--- src/nes_pkg.sv ---
/*
 * NES loader shared definitions
 * Memory address and byte types, the mapper flags word, loader states
 * and the constants used by the loader and machine control
 */
package nes_pkg;

	// Memory byte address, PRG at the bottom and CHR from CHR_BASE
	typedef logic [21:0] mem_addr_t;

	typedef logic [7:0] byte_t;

	// Power-of-two ROM size, 0 is one page or less, 7 is above 64 pages
	typedef logic [2:0] size_code_t;

	// Flags word handed to the machine, most significant field first
	typedef struct packed {
		logic [6:0] reserved;     // Always zero
		byte_t      ines2_mapper; // NES 2.0 extended mapper byte
		logic       four_screen;
		logic       chr_ram;      // No CHR ROM in the image
		logic       mirroring;
		size_code_t chr_size;
		size_code_t prg_size;
		byte_t      mapper;
	} mapper_flags_t;

	typedef enum logic [2:0] {
		HEADER,
		PRG,
		CHR,
		LOADED,
		BAD_IMAGE
	} loader_state_e;

	// "NES" followed by MS-DOS end of file
	localparam logic [31:0] INES_MAGIC = 32'h4E45_531A;

	localparam int HEADER_LEN = 16;

	// First CHR byte in memory
	localparam mem_addr_t CHR_BASE = 22'h200000;

	// Machine stays in reset this many cycles once a download ends
	localparam logic [7:0] DL_RESET_HOLD = 8'd255;

	// Four enable phases, the strobe fires in the last one
	localparam logic [1:0] CE_PHASE_LAST = 2'd3;

endpackage

--- src/loader_if.sv ---
/*
 * Loader to machine control link
 * Raw write requests and the load result of the cartridge loader
 */
`timescale 1ns/1ps

interface loader_if;

	nes_pkg::mem_addr_t     wr_addr;
	nes_pkg::byte_t         wr_data;
	logic                   wr_req;  // Single cycle, address and data valid with it
	nes_pkg::mapper_flags_t flags;
	logic                   done;    // Level, held until the loader is cleared
	logic                   error;

	modport source (
		output wr_addr, wr_data, wr_req, flags, done, error
	);

	modport sink (
		input wr_addr, wr_data, wr_req, flags, done, error
	);

endinterface

--- src/ines_header_decoder.sv ---
/*
 * iNES header decoder
 * Stores the sixteen header bytes and decodes validity, ROM page counts
 * and the mapper flags word, with NES 2.0 and dirty header handling
 */
`timescale 1ns/1ps

module ines_header_decoder (
	input  logic                   clk,
	input  logic                   hdr_wr,
	input  logic [3:0]             hdr_index,
	input  nes_pkg::byte_t         hdr_byte,
	input  logic                   invert_mirroring,
	output nes_pkg::byte_t         prg_pages,
	output nes_pkg::byte_t         chr_pages,
	output logic                   header_ok,
	output nes_pkg::mapper_flags_t flags
);

	nes_pkg::byte_t hdr [nes_pkg::HEADER_LEN];

	logic is_nes20;
	logic is_dirty;

	// Page count to size code, thresholds double per step
	function automatic nes_pkg::size_code_t size_code(input nes_pkg::byte_t pages);
		if (pages <= 8'd1)
			return 3'd0;
		else if (pages <= 8'd2)
			return 3'd1;
		else if (pages <= 8'd4)
			return 3'd2;
		else if (pages <= 8'd8)
			return 3'd3;
		else if (pages <= 8'd16)
			return 3'd4;
		else if (pages <= 8'd32)
			return 3'd5;
		else if (pages <= 8'd64)
			return 3'd6;
		else
			return 3'd7;
	endfunction

	always_ff @(posedge clk) begin
		if (hdr_wr)
			hdr[hdr_index] <= hdr_byte;
	end

	assign prg_pages = hdr[4];
	assign chr_pages = hdr[5];

	// Trainers are not supported
	assign header_ok = ({hdr[0], hdr[1], hdr[2], hdr[3]} == nes_pkg::INES_MAGIC) && !hdr[6][2];

	assign is_nes20 = (hdr[7][3:2] == 2'b10);

	// Old dumps often carry text in bytes 8 to 15
	always_comb begin
		is_dirty = 1'b0;
		for (int i = 8; i < nes_pkg::HEADER_LEN; i++) begin
			if (hdr[i] != 8'h00)
				is_dirty = 1'b1;
		end
		if (is_nes20)
			is_dirty = 1'b0;
	end

	always_comb begin
		flags.reserved     = '0;
		flags.ines2_mapper = is_nes20 ? hdr[8] : 8'h00;
		flags.four_screen  = hdr[6][3];
		flags.chr_ram      = (chr_pages == 8'd0);
		flags.mirroring    = hdr[6][0] ^ invert_mirroring;
		flags.chr_size     = size_code(chr_pages);
		flags.prg_size     = size_code(prg_pages);
		flags.mapper       = {is_dirty ? 4'h0 : hdr[7][7:4], hdr[6][7:4]};
	end

endmodule

--- src/joypad_serial.sv ---
/*
 * Serial joypad ports
 * Two controller shift registers loaded from host button bytes
 */
`timescale 1ns/1ps

module joypad_serial (
	input  logic           clk,
	input  logic           nes_reset,
	input  nes_pkg::byte_t joy_a,
	input  nes_pkg::byte_t joy_b,
	input  logic           joy_swap,
	input  logic           joypad_strobe,
	input  logic [1:0]     joypad_clock,
	output logic [1:0]     joypad_data
);

	nes_pkg::byte_t shreg [2];
	nes_pkg::byte_t pad_a;
	nes_pkg::byte_t pad_b;
	logic [1:0]     last_clock;

	// Host order to NES order, buttons first and directions reversed
	function automatic nes_pkg::byte_t nes_order(input nes_pkg::byte_t host);
		return {host[0], host[1], host[2], host[3], host[7], host[6], host[5], host[4]};
	endfunction

	assign pad_a = nes_order(joy_a);
	assign pad_b = nes_order(joy_b);

	always_ff @(posedge clk) begin
		if (nes_reset) begin
			shreg[0]   <= 8'h00;
			shreg[1]   <= 8'h00;
			last_clock <= 2'b00;
		end else begin
			if (joypad_strobe) begin
				shreg[0] <= joy_swap ? pad_a : pad_b; // Player B on port 0
				shreg[1] <= joy_swap ? pad_b : pad_a;
			end
			// Falling edge of each clock line moves to the next button
			for (int n = 0; n < 2; n++) begin
				if (last_clock[n] && !joypad_clock[n])
					shreg[n] <= {1'b0, shreg[n][7:1]};
			end
			last_clock <= joypad_clock;
		end
	end

	assign joypad_data = {shreg[1][0], shreg[0][0]};

endmodule

--- src/machine_ctrl.sv ---
/*
 * Machine control
 * Enable strobe, machine reset sequencing around downloads, staging of
 * loader writes onto the enable phase and latching of the load result
 */
`timescale 1ns/1ps

module machine_ctrl (
	input  logic                   clk,
	input  logic                   reset,
	input  logic                   downloading,
	loader_if.sink                 ld,
	output logic                   loader_clear,
	output logic                   nes_ce,
	output logic                   nes_reset,
	output nes_pkg::mem_addr_t     mem_addr,
	output nes_pkg::byte_t         mem_data,
	output logic                   mem_write,
	output nes_pkg::mapper_flags_t mapper_flags,
	output logic                   load_error
);

	logic [1:0] phase;
	logic       init_reset; // Set until the first download begins
	logic [7:0] dl_cnt;     // Hold after a download
	logic       wr_pending;

	assign nes_ce = (phase == nes_pkg::CE_PHASE_LAST);

	// Loader starts over once the hold is over and the host is idle
	assign loader_clear = (dl_cnt == 8'd0) && !downloading;

	always_ff @(posedge clk) begin
		if (reset) begin
			phase      <= 2'd0;
			init_reset <= 1'b1;
			dl_cnt     <= 8'd0;
			nes_reset  <= 1'b1;
		end else begin
			phase <= phase + 2'd1; // Runs through reset too
			if (downloading)
				init_reset <= 1'b0;
			if (downloading)
				dl_cnt <= nes_pkg::DL_RESET_HOLD;
			else if (dl_cnt != 8'd0)
				dl_cnt <= dl_cnt - 8'd1;
			nes_reset <= init_reset || downloading || (dl_cnt != 8'd0) || load_error;
		end
	end

	// Write waits for the next enable phase, then goes out for one cycle
	always_ff @(posedge clk) begin
		if (reset) begin
			wr_pending <= 1'b0;
			mem_write  <= 1'b0;
			load_error <= 1'b0;
		end else begin
			if (ld.wr_req)
				wr_pending <= 1'b1;
			else if (nes_ce)
				wr_pending <= 1'b0;
			mem_write <= nes_ce && wr_pending;
			if (ld.done)
				load_error <= ld.error;
			else if (downloading)
				load_error <= 1'b0; // New image on its way
		end
	end

	always_ff @(posedge clk) begin
		if (ld.wr_req) begin
			mem_addr <= ld.wr_addr;
			mem_data <= ld.wr_data;
		end
		if (ld.done)
			mapper_flags <= ld.flags;
	end

endmodule

--- src/nes_loader_top.sv ---
/*
 * NES cartridge loader and machine control top level
 * Host byte stream in, staged memory writes, flags and reset out
 */
`timescale 1ns/1ps

module nes_loader_top #(
	parameter int PRG_PAGE_BITS = 14,
	parameter int CHR_PAGE_BITS = 13
) (
	input  logic                   clk,
	input  logic                   reset,
	input  logic                   downloading,
	input  nes_pkg::byte_t         dl_data,
	input  logic                   dl_wr,
	input  logic                   invert_mirroring,
	input  nes_pkg::byte_t         joy_a,
	input  nes_pkg::byte_t         joy_b,
	input  logic                   joy_swap,
	input  logic                   joypad_strobe,
	input  logic [1:0]             joypad_clock,
	output logic                   nes_ce,
	output logic                   nes_reset,
	output nes_pkg::mem_addr_t     mem_addr,
	output nes_pkg::byte_t         mem_data,
	output logic                   mem_write,
	output nes_pkg::mapper_flags_t mapper_flags,
	output logic                   load_error,
	output logic [1:0]             joypad_data
);

	loader_if ld ();

	logic loader_clear;

	rom_loader #(
		.PRG_PAGE_BITS (PRG_PAGE_BITS),
		.CHR_PAGE_BITS (CHR_PAGE_BITS)
	) rom_loader_inst (
		.clk              (clk),
		.loader_clear     (loader_clear),
		.downloading      (downloading),
		.dl_data          (dl_data),
		.dl_wr            (dl_wr),
		.invert_mirroring (invert_mirroring),
		.ld               (ld.source)
	);

	machine_ctrl machine_ctrl_inst (
		.clk          (clk),
		.reset        (reset),
		.downloading  (downloading),
		.ld           (ld.sink),
		.loader_clear (loader_clear),
		.nes_ce       (nes_ce),
		.nes_reset    (nes_reset),
		.mem_addr     (mem_addr),
		.mem_data     (mem_data),
		.mem_write    (mem_write),
		.mapper_flags (mapper_flags),
		.load_error   (load_error)
	);

	joypad_serial joypad_serial_inst (
		.clk           (clk),
		.nes_reset     (nes_reset),
		.joy_a         (joy_a),
		.joy_b         (joy_b),
		.joy_swap      (joy_swap),
		.joypad_strobe (joypad_strobe),
		.joypad_clock  (joypad_clock),
		.joypad_data   (joypad_data)
	);

endmodule

--- src/rom_loader.sv ---
/*
 * Cartridge image loader
 * Walks the header, PRG and CHR sections of an iNES image and turns each
 * host byte into a write request at its memory address
 */
`timescale 1ns/1ps

module rom_loader #(
	parameter int PRG_PAGE_BITS = 14,
	parameter int CHR_PAGE_BITS = 13
) (
	input  logic           clk,
	input  logic           loader_clear,
	input  logic           downloading,
	input  nes_pkg::byte_t dl_data,
	input  logic           dl_wr,
	input  logic           invert_mirroring,
	loader_if.source       ld
);

	nes_pkg::loader_state_e state;

	nes_pkg::mem_addr_t addr;       // Address of the next byte
	nes_pkg::mem_addr_t bytes_left; // Bytes still due in PRG or CHR
	nes_pkg::mem_addr_t prg_bytes;
	nes_pkg::mem_addr_t chr_bytes;

	nes_pkg::byte_t prg_pages;
	nes_pkg::byte_t chr_pages;
	logic           header_ok;
	logic           accept;
	logic           last_hdr;

	ines_header_decoder ines_header_decoder_inst (
		.clk              (clk),
		.hdr_wr           (accept && (state == nes_pkg::HEADER)),
		.hdr_index        (addr[3:0]), // Header sits at addresses 0 to 15
		.hdr_byte         (dl_data),
		.invert_mirroring (invert_mirroring),
		.prg_pages        (prg_pages),
		.chr_pages        (chr_pages),
		.header_ok        (header_ok),
		.flags            (ld.flags)
	);

	assign prg_bytes = nes_pkg::mem_addr_t'(prg_pages) << PRG_PAGE_BITS;
	assign chr_bytes = nes_pkg::mem_addr_t'(chr_pages) << CHR_PAGE_BITS;

	assign accept   = dl_wr && downloading;
	assign last_hdr = (addr[3:0] == 4'(nes_pkg::HEADER_LEN - 1));

	always_ff @(posedge clk) begin
		if (loader_clear) begin
			state      <= nes_pkg::HEADER;
			addr       <= '0;
			bytes_left <= '0;
		end else if (accept) begin
			addr <= addr + 22'd1;
			case (state)
				nes_pkg::HEADER: begin
					if (last_hdr) begin
						addr <= '0; // PRG starts at the bottom
						if (!header_ok) begin
							state <= nes_pkg::BAD_IMAGE;
						end else if (prg_bytes != '0) begin
							state      <= nes_pkg::PRG;
							bytes_left <= prg_bytes;
						end else if (chr_bytes != '0) begin
							state      <= nes_pkg::CHR;
							addr       <= nes_pkg::CHR_BASE;
							bytes_left <= chr_bytes;
						end else begin
							state <= nes_pkg::LOADED;
						end
					end
				end
				nes_pkg::PRG: begin
					bytes_left <= bytes_left - 22'd1;
					if (bytes_left == 22'd1) begin
						if (chr_bytes != '0) begin
							state      <= nes_pkg::CHR;
							addr       <= nes_pkg::CHR_BASE;
							bytes_left <= chr_bytes;
						end else begin
							state <= nes_pkg::LOADED; // CHR RAM cart
						end
					end
				end
				nes_pkg::CHR: begin
					bytes_left <= bytes_left - 22'd1;
					if (bytes_left == 22'd1)
						state <= nes_pkg::LOADED;
				end
				default: ; // Trailing bytes are ignored
			endcase
		end
	end

	always_comb begin
		ld.wr_addr = addr;
		ld.wr_data = dl_data;
		ld.wr_req  = accept && (state inside {nes_pkg::HEADER, nes_pkg::PRG, nes_pkg::CHR});
		ld.done    = (state == nes_pkg::LOADED) || (state == nes_pkg::BAD_IMAGE);
		ld.error   = (state == nes_pkg::BAD_IMAGE);
	end

endmodule

--- config.mk ---
export PLATFORM = sky130hd
export DESIGN_NAME = nes_loader_top
export DESIGN_NICKNAME = d
export VERILOG_FILES = /design/src/nes_pkg.sv /design/src/loader_if.sv /design/src/ines_header_decoder.sv /design/src/joypad_serial.sv /design/src/machine_ctrl.sv /design/src/nes_loader_top.sv /design/src/rom_loader.sv
export SDC_FILE = /design/constraint.sdc
export NUM_CORES = 1
export LEC_CHECK = 0
export BUFFER_PORTS_ARGS = -buffer_cell sky130_fd_sc_hd__buf_2
export CAP_MARGIN = 20
export CORE_MARGIN = 2
export CORE_UTILIZATION = 63
export DETAILED_ROUTE_END_ITERATION = 7
export GPL_TIMING_DRIVEN = 0
export PLACE_DENSITY = 0.84
export RECOVER_POWER = 100
export SLEW_MARGIN = 20
export SYNTH_ARGS = -nofsm -noshare
export SYNTH_HDL_FRONTEND = slang
export SYNTH_SLANG_ARGS = --single-unit
--- constraint.sdc ---
create_clock -name clk -period 7.6 [get_ports clk]
set_clock_uncertainty 0.15 [all_clocks]
set_input_delay 1.14 -clock clk [delete_from_list [all_inputs] [get_ports clk]]
set_output_delay 1.14 -clock clk [all_outputs]
set_load 0.02 [all_outputs]
==> flow_summary.json, run 1 <==
{
  "status": "finished with violations",
  "violations": "max-capacitance violations, max-slew violations",
  "setup_tns_ns": 0,
  "cp.required_ns": 7.85,
  "fin_crit_ns": 3.844,
  "die_area_sq_um": 17670,
  "diodes": 0,
  "relSlewSlack_pct": -0.5862,
  "first_global_vias": 6809,
  "ys_seq_elements": 260,
  "gp_congestion": 0.8859,
  "r2r_cells": 7,
  "cp.buffers_inverters": 1,
  "hpwlAfterDp_um": 13960,
  "cts-resized-gates": 0,
  "cpMostUsedCell": "nor4_1",
  "first_iter_violations": 622,
  "synth-warning-count": 0,
  "numCtsBuffers": 26,
  "vias_per_cell": 6.074,
  "ys_types": 74,
  "antenna_found_initial": 0,
  "hold_path_depth": 0,
  "synth.area.top_cells": "edfxtp_1 56%, dfxtp_1 13%, nor2_1 2.6%, nand2_1 2.4%, o21ai_0 2.3%",
  "cp_top_family": "simple AND/OR/NAND/NOR gates",
  "maxSlewViolCount": 1,
  "yosysTopAreaCell": "edfxtp_1",
  "synthDominantCellAreaShare_pct": 55.63,
  "r2r-end": "rom_loader_inst.ld.wr_addr[13]",
  "post_cts_buffers": 0,
  "setup_viol": 0,
  "synth_top_flop_cell": "edfxtp_1",
  "drv_cap": 1,
  "vias": 7106,
  "final_antenna_net_count": 0,
  "clk_path_buf_depth": 3,
  "hold_class": "flop to flop",
  "max_stage_delay_ns": 1.26,
  "clock-sinks": 260,
  "drt-wirelength-per-cell_um": 18.74,
  "syn_area_per_cell_sq_um": 13.02,
  "core_area_sq_um": 16410,
  "initial_core_util_pct": 63.82,
  "finalCritPeriodShare_pct": 50.58,
  "pre_cts_ws_ns": 3.952,
  "clkTransAtPathRegs_ns": 0.06,
  "arrival_ns": 4.10,
  "async_reset_ff_share_pct": 0,
  "seq_area_frac_synth_pct": 68.25,
  "netlist_area_sq_um": 10470,
  "grt.overflow.total": 0,
  "final_util_pct": 72.30,
  "path_cells": "nor4_1, nand3_1, nor4_1, nor2_4, o21ai_0, clkbuf_1, nor2_1",
  "cts_tree": "built",
  "root_buffer": "clkbuf_16",
  "worstSetupEndpointType": "flop",
  "worstSetupPathType": "flop to flop",
  "drc": 0,
  "start_kind": "flop",
  "drtPass1Iterations": 7,
  "fmax_mhz": 260.2,
  "synth_common_cells": "194 x edfxtp_1, 73 x nor2_1, 66 x dfxtp_1, 66 x nand2_1, 48 x o21ai_0",
  "clk_latency_ns": 0.55,
  "grt_max_degree": 31,
  "fin_nets": 973,
  "hold_viol": 0,
  "rr_startpoint": "rom_loader_inst.bytes_left[18]",
  "fp-row-count": 47,
  "finalWorstSetupSlack_ns": 3.756,
  "track_usage_pct": 24.92,
  "hold_start": "rom_loader_inst.ines_header_decoder_inst.hdr[6][5]",
  "area_delta_synth_final_pct": 13.29,
  "fp.dieH_um": 132.9,
  "p_per_area_nw_per_um2": 325.7,
  "critPathMaxFanout": 10,
  "htreeDepth": 1,
  "tightest_slew_ns": 1.495,
  "wirelength_um": 21930,
  "yosysMostFrequentCell": "edfxtp_1",
  "critPathLaunch": "rom_loader_inst.bytes_left[18]",
  "holdBufCountCts": 0,
  "grt_pass1_wl_um": 34600,
  "whs_endpoint": "machine_ctrl_inst.mapper_flags[1]",
  "crit_slowest_cell": "nor4_1",
  "netlist_instances": 804,
  "synth-edff-count": 194,
  "leakagePower_uw": 0.004001,
  "die_x_um": 132.9,
  "rsz0062_at_grt": "false",
  "drive_gt1_share_pct": 9.895,
  "portBuffers": 92,
  "io_pins": 101,
  "reg2reg_slack_ns": 3.76,
  "ir_worst_vdd_mv": 0.2190
}
worst reg2reg max path: cells and delay by family, from the launching register on:
family | cells | cell delay, ns
flip-flops | 1 | 0.37
buffers and inverters | 1 | 0.46
AND/OR/NAND/NOR | 5 | 2.46
AO/OA/AOI/OAI | 1 | 0.27
routing by layer:
layer  track usage, %  share of wire [%]
met5                0                  0
met4            8.602                2.5
met3            5.134                8.5
met2            41.08                 46
met1            33.36                 42
placed cells by master, fill, tap and decap left out, drive strengths merged, types with 5 or more instances in the layout:
cell | netlist | layout
a311oi | 7 | 7
nand4 | 14 | 14
nor2 | 76 | 76
conb | 1 | 7
a21oi | 40 | 40
clkbuf | 9 | 119
and2 | 11 | 11
nand3 | 16 | 16
a31oi | 6 | 6
buf | 21 | 37
dfxtp | 66 | 66
o21ai | 50 | 50
clkinv | 1 | 12
nand3b | 5 | 5
nor3 | 23 | 23
nor4 | 36 | 36
xor2 | 13 | 13
nand2b | 14 | 14
xnor2 | 7 | 7
nor2b | 13 | 13
mux2i | 19 | 19
a32o | 7 | 7
nand2 | 66 | 66
ha | 9 | 9
or3 | 7 | 7
or4 | 8 | 8
inv | 10 | 11
edfxtp | 194 | 194
worst max-delay path by stage:
| stage | to | slack [ns] | cells after the start |
|---|---|---|---|
| after global routing | rom_loader_inst.ld.wr_addr[15] | 3.51 | 7 |
| after CTS | rom_loader_inst.ines_header_decoder_inst.hdr[2][4] | 4.50 | 5 |
| final | rom_loader_inst.ld.wr_addr[13] | 3.76 | 7 |
| after global placement | machine_ctrl_inst.mapper_flags[18] | 3.86 | 2 |
| after detailed placement | rom_loader_inst.ines_header_decoder_inst.hdr[2][4] | 3.95 | 5 |
| after floorplan | machine_ctrl_inst.mapper_flags[0] | 4.66 | 3 |
through the flow:
step / total power [uW] / area (sq um) / hold WS [ns] / instances
3_3_place_gp: 2691 / 11230 / 0.2530 / 1122
2_1_floorplan: 2468 / 10490 / 0.2492 / 810
4_1_cts: 3892 / 12040 / 0.2743 / 1170
5_1_grt: 4028 / 11860 / 0.2867 / 1170
3_5_place_dp: 2732 / 11270 / 0.2572 / 1123
6_report: 3864 / 11860 / 0.2696 / 1170
where the power goes:
group	total, uW	switching (uW)	internal [uW]
combinational	887	600	287
sequential	1810	112	1700
clock	1170	524	642
state kept, by name, summed over array words and instances (netlist names):
signal,count
joypad_serial_inst.last_clock,2
joypad_serial_inst.shreg,16
machine_ctrl_inst.dl_cnt,8
machine_ctrl_inst.init_reset,1
machine_ctrl_inst.load_error,1
machine_ctrl_inst.mapper_flags,25
machine_ctrl_inst.mem_addr,22
machine_ctrl_inst.mem_data,8
machine_ctrl_inst.mem_write,1
machine_ctrl_inst.nes_reset,1
machine_ctrl_inst.phase,2
machine_ctrl_inst.wr_pending,1
rom_loader_inst.bytes_left,22
rom_loader_inst.ines_header_decoder_inst.hdr,125
rom_loader_inst.ld.wr_addr,22
rom_loader_inst.state,3
area by class of cell:
type                    count  area [sq um]
flip-flops and latches    260          7147
fillers                  1085          4544
multi-input cells         509          3074
clock buffers              33         686.9
repair buffers             93         374.1
well taps                 220         275.3
plain buffers              30         177.7
clock inverters            14         86.33
inverters                  11         41.29
logic make-up (layout without fill, tap and decap cells):
| logic type | Yosys count | count (layout) | synth area share [%] |
|---|---|---|---|
| other | 1 | 7 | 0.03581 |
| buffers and inverters | 41 | 181 | 2.187 |
| muxes | 19 | 19 | 1.816 |
| AOI/OAI and AO/OA | 143 | 143 | 8.747 |
| xor gates and xnor gates | 20 | 20 | 1.673 |
| adders and majority gates | 9 | 9 | 1.075 |
| DFF | 260 | 260 | 68.25 |
| and+or+nand+nor | 311 | 311 | 16.21 |
No activity file was read; power rests on OpenSTA's default activity.
==> inputs of run 2 (changes only) <==
--- a/config.mk
+++ b/config.mk
@@ -5,13 +5,14 @@
 export SDC_FILE = /design/constraint.sdc
 export NUM_CORES = 1
 export LEC_CHECK = 0
+export ABC_AREA = 1
 export BUFFER_PORTS_ARGS = -buffer_cell sky130_fd_sc_hd__buf_2
 export CAP_MARGIN = 20
 export CORE_MARGIN = 2
-export CORE_UTILIZATION = 63
+export CORE_UTILIZATION = 54
 export DETAILED_ROUTE_END_ITERATION = 7
 export GPL_TIMING_DRIVEN = 0
-export PLACE_DENSITY = 0.84
+export PLACE_DENSITY = 0.76
 export RECOVER_POWER = 100
 export SLEW_MARGIN = 20
 export SYNTH_ARGS = -nofsm -noshare
==> constraint.sdc (replaced) <==
create_clock -name clk -period 3.1 [get_ports clk]
set_clock_uncertainty 0.15 [all_clocks]
set_input_delay 0.465 -clock clk [delete_from_list [all_inputs] [get_ports clk]]
set_output_delay 0.465 -clock clk [all_outputs]
set_load 0.02 [all_outputs]
==> run 2 against run 1 <==
Global-route usage fell by 4.2 points. The flow now finishes without violations. Register-to-register slack got worse by 3.2 ns. Largest power group unchanged. Cell count rose by 31%. Die area rose by 25%. Core utilization fell by 9.6 points. Power rose to 2.6 times the previous value. Area after synthesis rose by 7.8%. Hold slack got worse by 0.19 ns. Sequential share of layout area fell by 4.3 points. Combinational power rose to 2.8 times the previous value. Clock power rose to 2.5 times the previous value.
==> flow_summary.json, run 2 <==
{
  "synth-warning-count": 0,
  "die_x_um": 148.6,
  "p_per_area_nw_per_um2": 785.7,
  "seqCellArea_sq_um": 7147,
  "drive_gt1_share_pct": 9.019,
  "hpwlAfterDp_um": 15400,
  "seq_area_frac_synth_pct": 63.31,
  "async_reset_ff_share_pct": 0,
  "largest_reg_flops": 125,
  "root_buffer": "clkbuf_16",
  "initial_core_util_pct": 55.43,
  "vias_per_cell": 5.173,
  "drv_cap": 0,
  "arrival_ns": 2.86,
  "ys_seq_elements": 260,
  "relSlewSlack_pct": 27.67,
  "drt-wirelength-per-cell_um": 14.98,
  "synthDominantCellAreaShare_pct": 51.61,
  "layout_commonest_cell": "nand2_1",
  "area_delta_synth_final_pct": 13.11,
  "yosysMostFrequentCell": "nand2_1",
  "start_kind": "flop",
  "die_area_sq_um": 22080,
  "fin_nets": 1286,
  "reg2reg_slack_ns": 0.55,
  "fin_crit_ns": 2.554,
  "setup_viol": 0,
  "antenna_found_initial": 0,
  "p_seq_share_pct": 45.5,
  "grt_max_degree": 31,
  "core_area_sq_um": 20360,
  "final_area_sq_um": 12770,
  "netlist_area_sq_um": 11290,
  "drc": 0,
  "wirelength_um": 22990,
  "dpl_cell_area_sq_um": 12100,
  "combPwrFrac_pct": 24.8,
  "clkPwrFrac_pct": 29.7,
  "grt_pass1_wl_um": 36370,
  "drtPass1Iterations": 6,
  "synth-edff-count": 194,
  "fp-row-count": 52,
  "tightest_slew_ns": 1.082,
  "hold_class": "input port to flop",
  "multi_input_comb_area_sq_um": 3441,
  "ys_types": 49,
  "netlist_instances": 1115,
  "final_cell_mix": "257 x nand2_1, 194 x edfxtp_1, 174 x nor2_1",
  "worstSetupEndpointType": "flop",
  "p_total_uw": 10030,
  "gp_congestion": 0.9117,
  "final_antenna_net_count": 0,
  "clk_latency_ns": 0.54,
  "clk_path_buf_depth": 3,
  "diodes": 0,
  "synth_common_cells": "249 x nand2_1, 194 x edfxtp_1, 170 x nor2_1",
  "htreeDepth": 1,
  "clock-sinks": 260,
  "synth_top_flop_cell": "edfxtp_1",
  "p_int_uw": 6664,
  "fp.dieH_um": 148.6,
  "fmax_mhz": 391.6,
  "worstSetupPathType": "flop to flop",
  "clkTransAtPathRegs_ns": 0.06,
  "track_usage_pct": 20.73,
  "maxSlewViolCount": 0,
  "hold_viol": 0,
  "ir_worst_vdd_mv": 0.5709,
  "grt.overflow.total": 0,
  "critPathMaxFanout": 10,
  "io_pins": 101,
  "top_register": "rom_loader_inst.ines_header_decoder_inst.hdr",
  "setup_tns_ns": 0,
  "cts-resized-gates": 0,
  "first_iter_violations": 648,
  "vias": 7936,
  "cp.required_ns": 3.41,
  "portBuffers": 91,
  "rsz0062_at_grt": "false",
  "final_cells": 1534,
  "p_sw_uw": 3368,
  "yosysTopAreaCell": "edfxtp_1",
  "synth.area.top_cells": "edfxtp_1 52%, dfxtp_1 12%, nand2_1 8.3%, nor2_1 5.7%, inv_1 3.7%",
  "switching_share_pct": 33.58,
  "cts_tree": "built",
  "first_global_vias": 7306,
  "syn_area_per_cell_sq_um": 10.12,
  "status": "complete, no violations",
  "leakagePower_uw": 0.005025,
  "finalCritPeriodShare_pct": 82.38,
  "timing.hold.ws_ns": 0.08069,
  "numCtsBuffers": 26,
  "top_regs": "rom_loader_inst.ines_header_decoder_inst.hdr: 125 flops, machine_ctrl_inst.mapper_flags: 25 flops",
  "dp_cells": 1482,
  "fill_cells": 1665
}
run 2: metrics by stage:
step	setup slack, ns	util, %
final	0.5464	62.70
after detailed placement	0.5686	59.44
after global placement	0.6236	59.44
after global routing	0.3518	62.70
after floorplan	1.048	-
after CTS	0.7801	63.65
run 2: kinds of logic (layout without fill, tap and decap cells):
family,count (synthesis),in the layout,share of synthesized area [%]
AOI/OAI and AO/OA,96,96,4.711
muxes,14,14,1.241
and+or+nand+nor,579,579,23.10
adders and majority gates,9,9,0.9976
other,1,7,0.03322
DFF,260,260,63.31
buffers and inverters,141,284,5.442
xor gates and xnor gates,15,15,1.164
run 2: worst max-delay path, cell delays in order (launching register included):
cell and delay, ns:
edfxtp_1 0.43, nor2_1 0.21, nand2_1 0.15, nor2_1 0.58, nand2_2 0.09, nand3_1 0.18, nand2_1 0.16, nand2_4 0.14
buf_6 0.17, nand2_1 0.06, a21oi_1 0.15
run 2: power by group through the flow:
stage               clock, uW  sequential (uW)  combinational [uW]
finish                   2980             4560                2490
global route             3170             4610                2820
CTS                      3040             4560                2580
detailed placement          0             4620                2560
global placement            0             4620                2490
floorplan                   0             4800                1670
run 2: path summary, 6_finish.rpt:
| kind | from | cells after the start | end |
|---|---|---|---|
| worst max-delay path | rom_loader_inst.ines_header_decoder_inst.hdr[5][0] | 10 | rom_loader_inst.bytes_left[3] |
| worst min-delay path | invert_mirroring | 2 | machine_ctrl_inst.mapper_flags[14] |
| worst max register to register | rom_loader_inst.ines_header_decoder_inst.hdr[5][0] | 10 | rom_loader_inst.bytes_left[3] |
| worst min register to register | rom_loader_inst.ines_header_decoder_inst.hdr[6][7] | 0 | machine_ctrl_inst.mapper_flags[3] |
run 2: cell type report:
class,count,share of cell area [%]
Buffer,23,1.333
Clock buffer,34,5.488
Clock inverter,14,0.9897
Inverter,118,3.469
Multi-Input combinational cell,720,26.95
Sequential cell,260,55.97
Tap cell,270,2.646
Timing Repair Buffer,95,3.155
run 2: timing repair:
action	CTS	global route
endpoints found under the hold margin	3	0
hold buffers	3	0
setup buffers	0	0
run 2: metal layers:
metal  vias up  GRT usage (%)  share of wire [%]
met5         -              0                  0
met4         0          6.857                1.9
met3        36          3.037                7.1
met2       268          33.56                 46
met1      3636          29.10                 45
li1       3996              -                  -
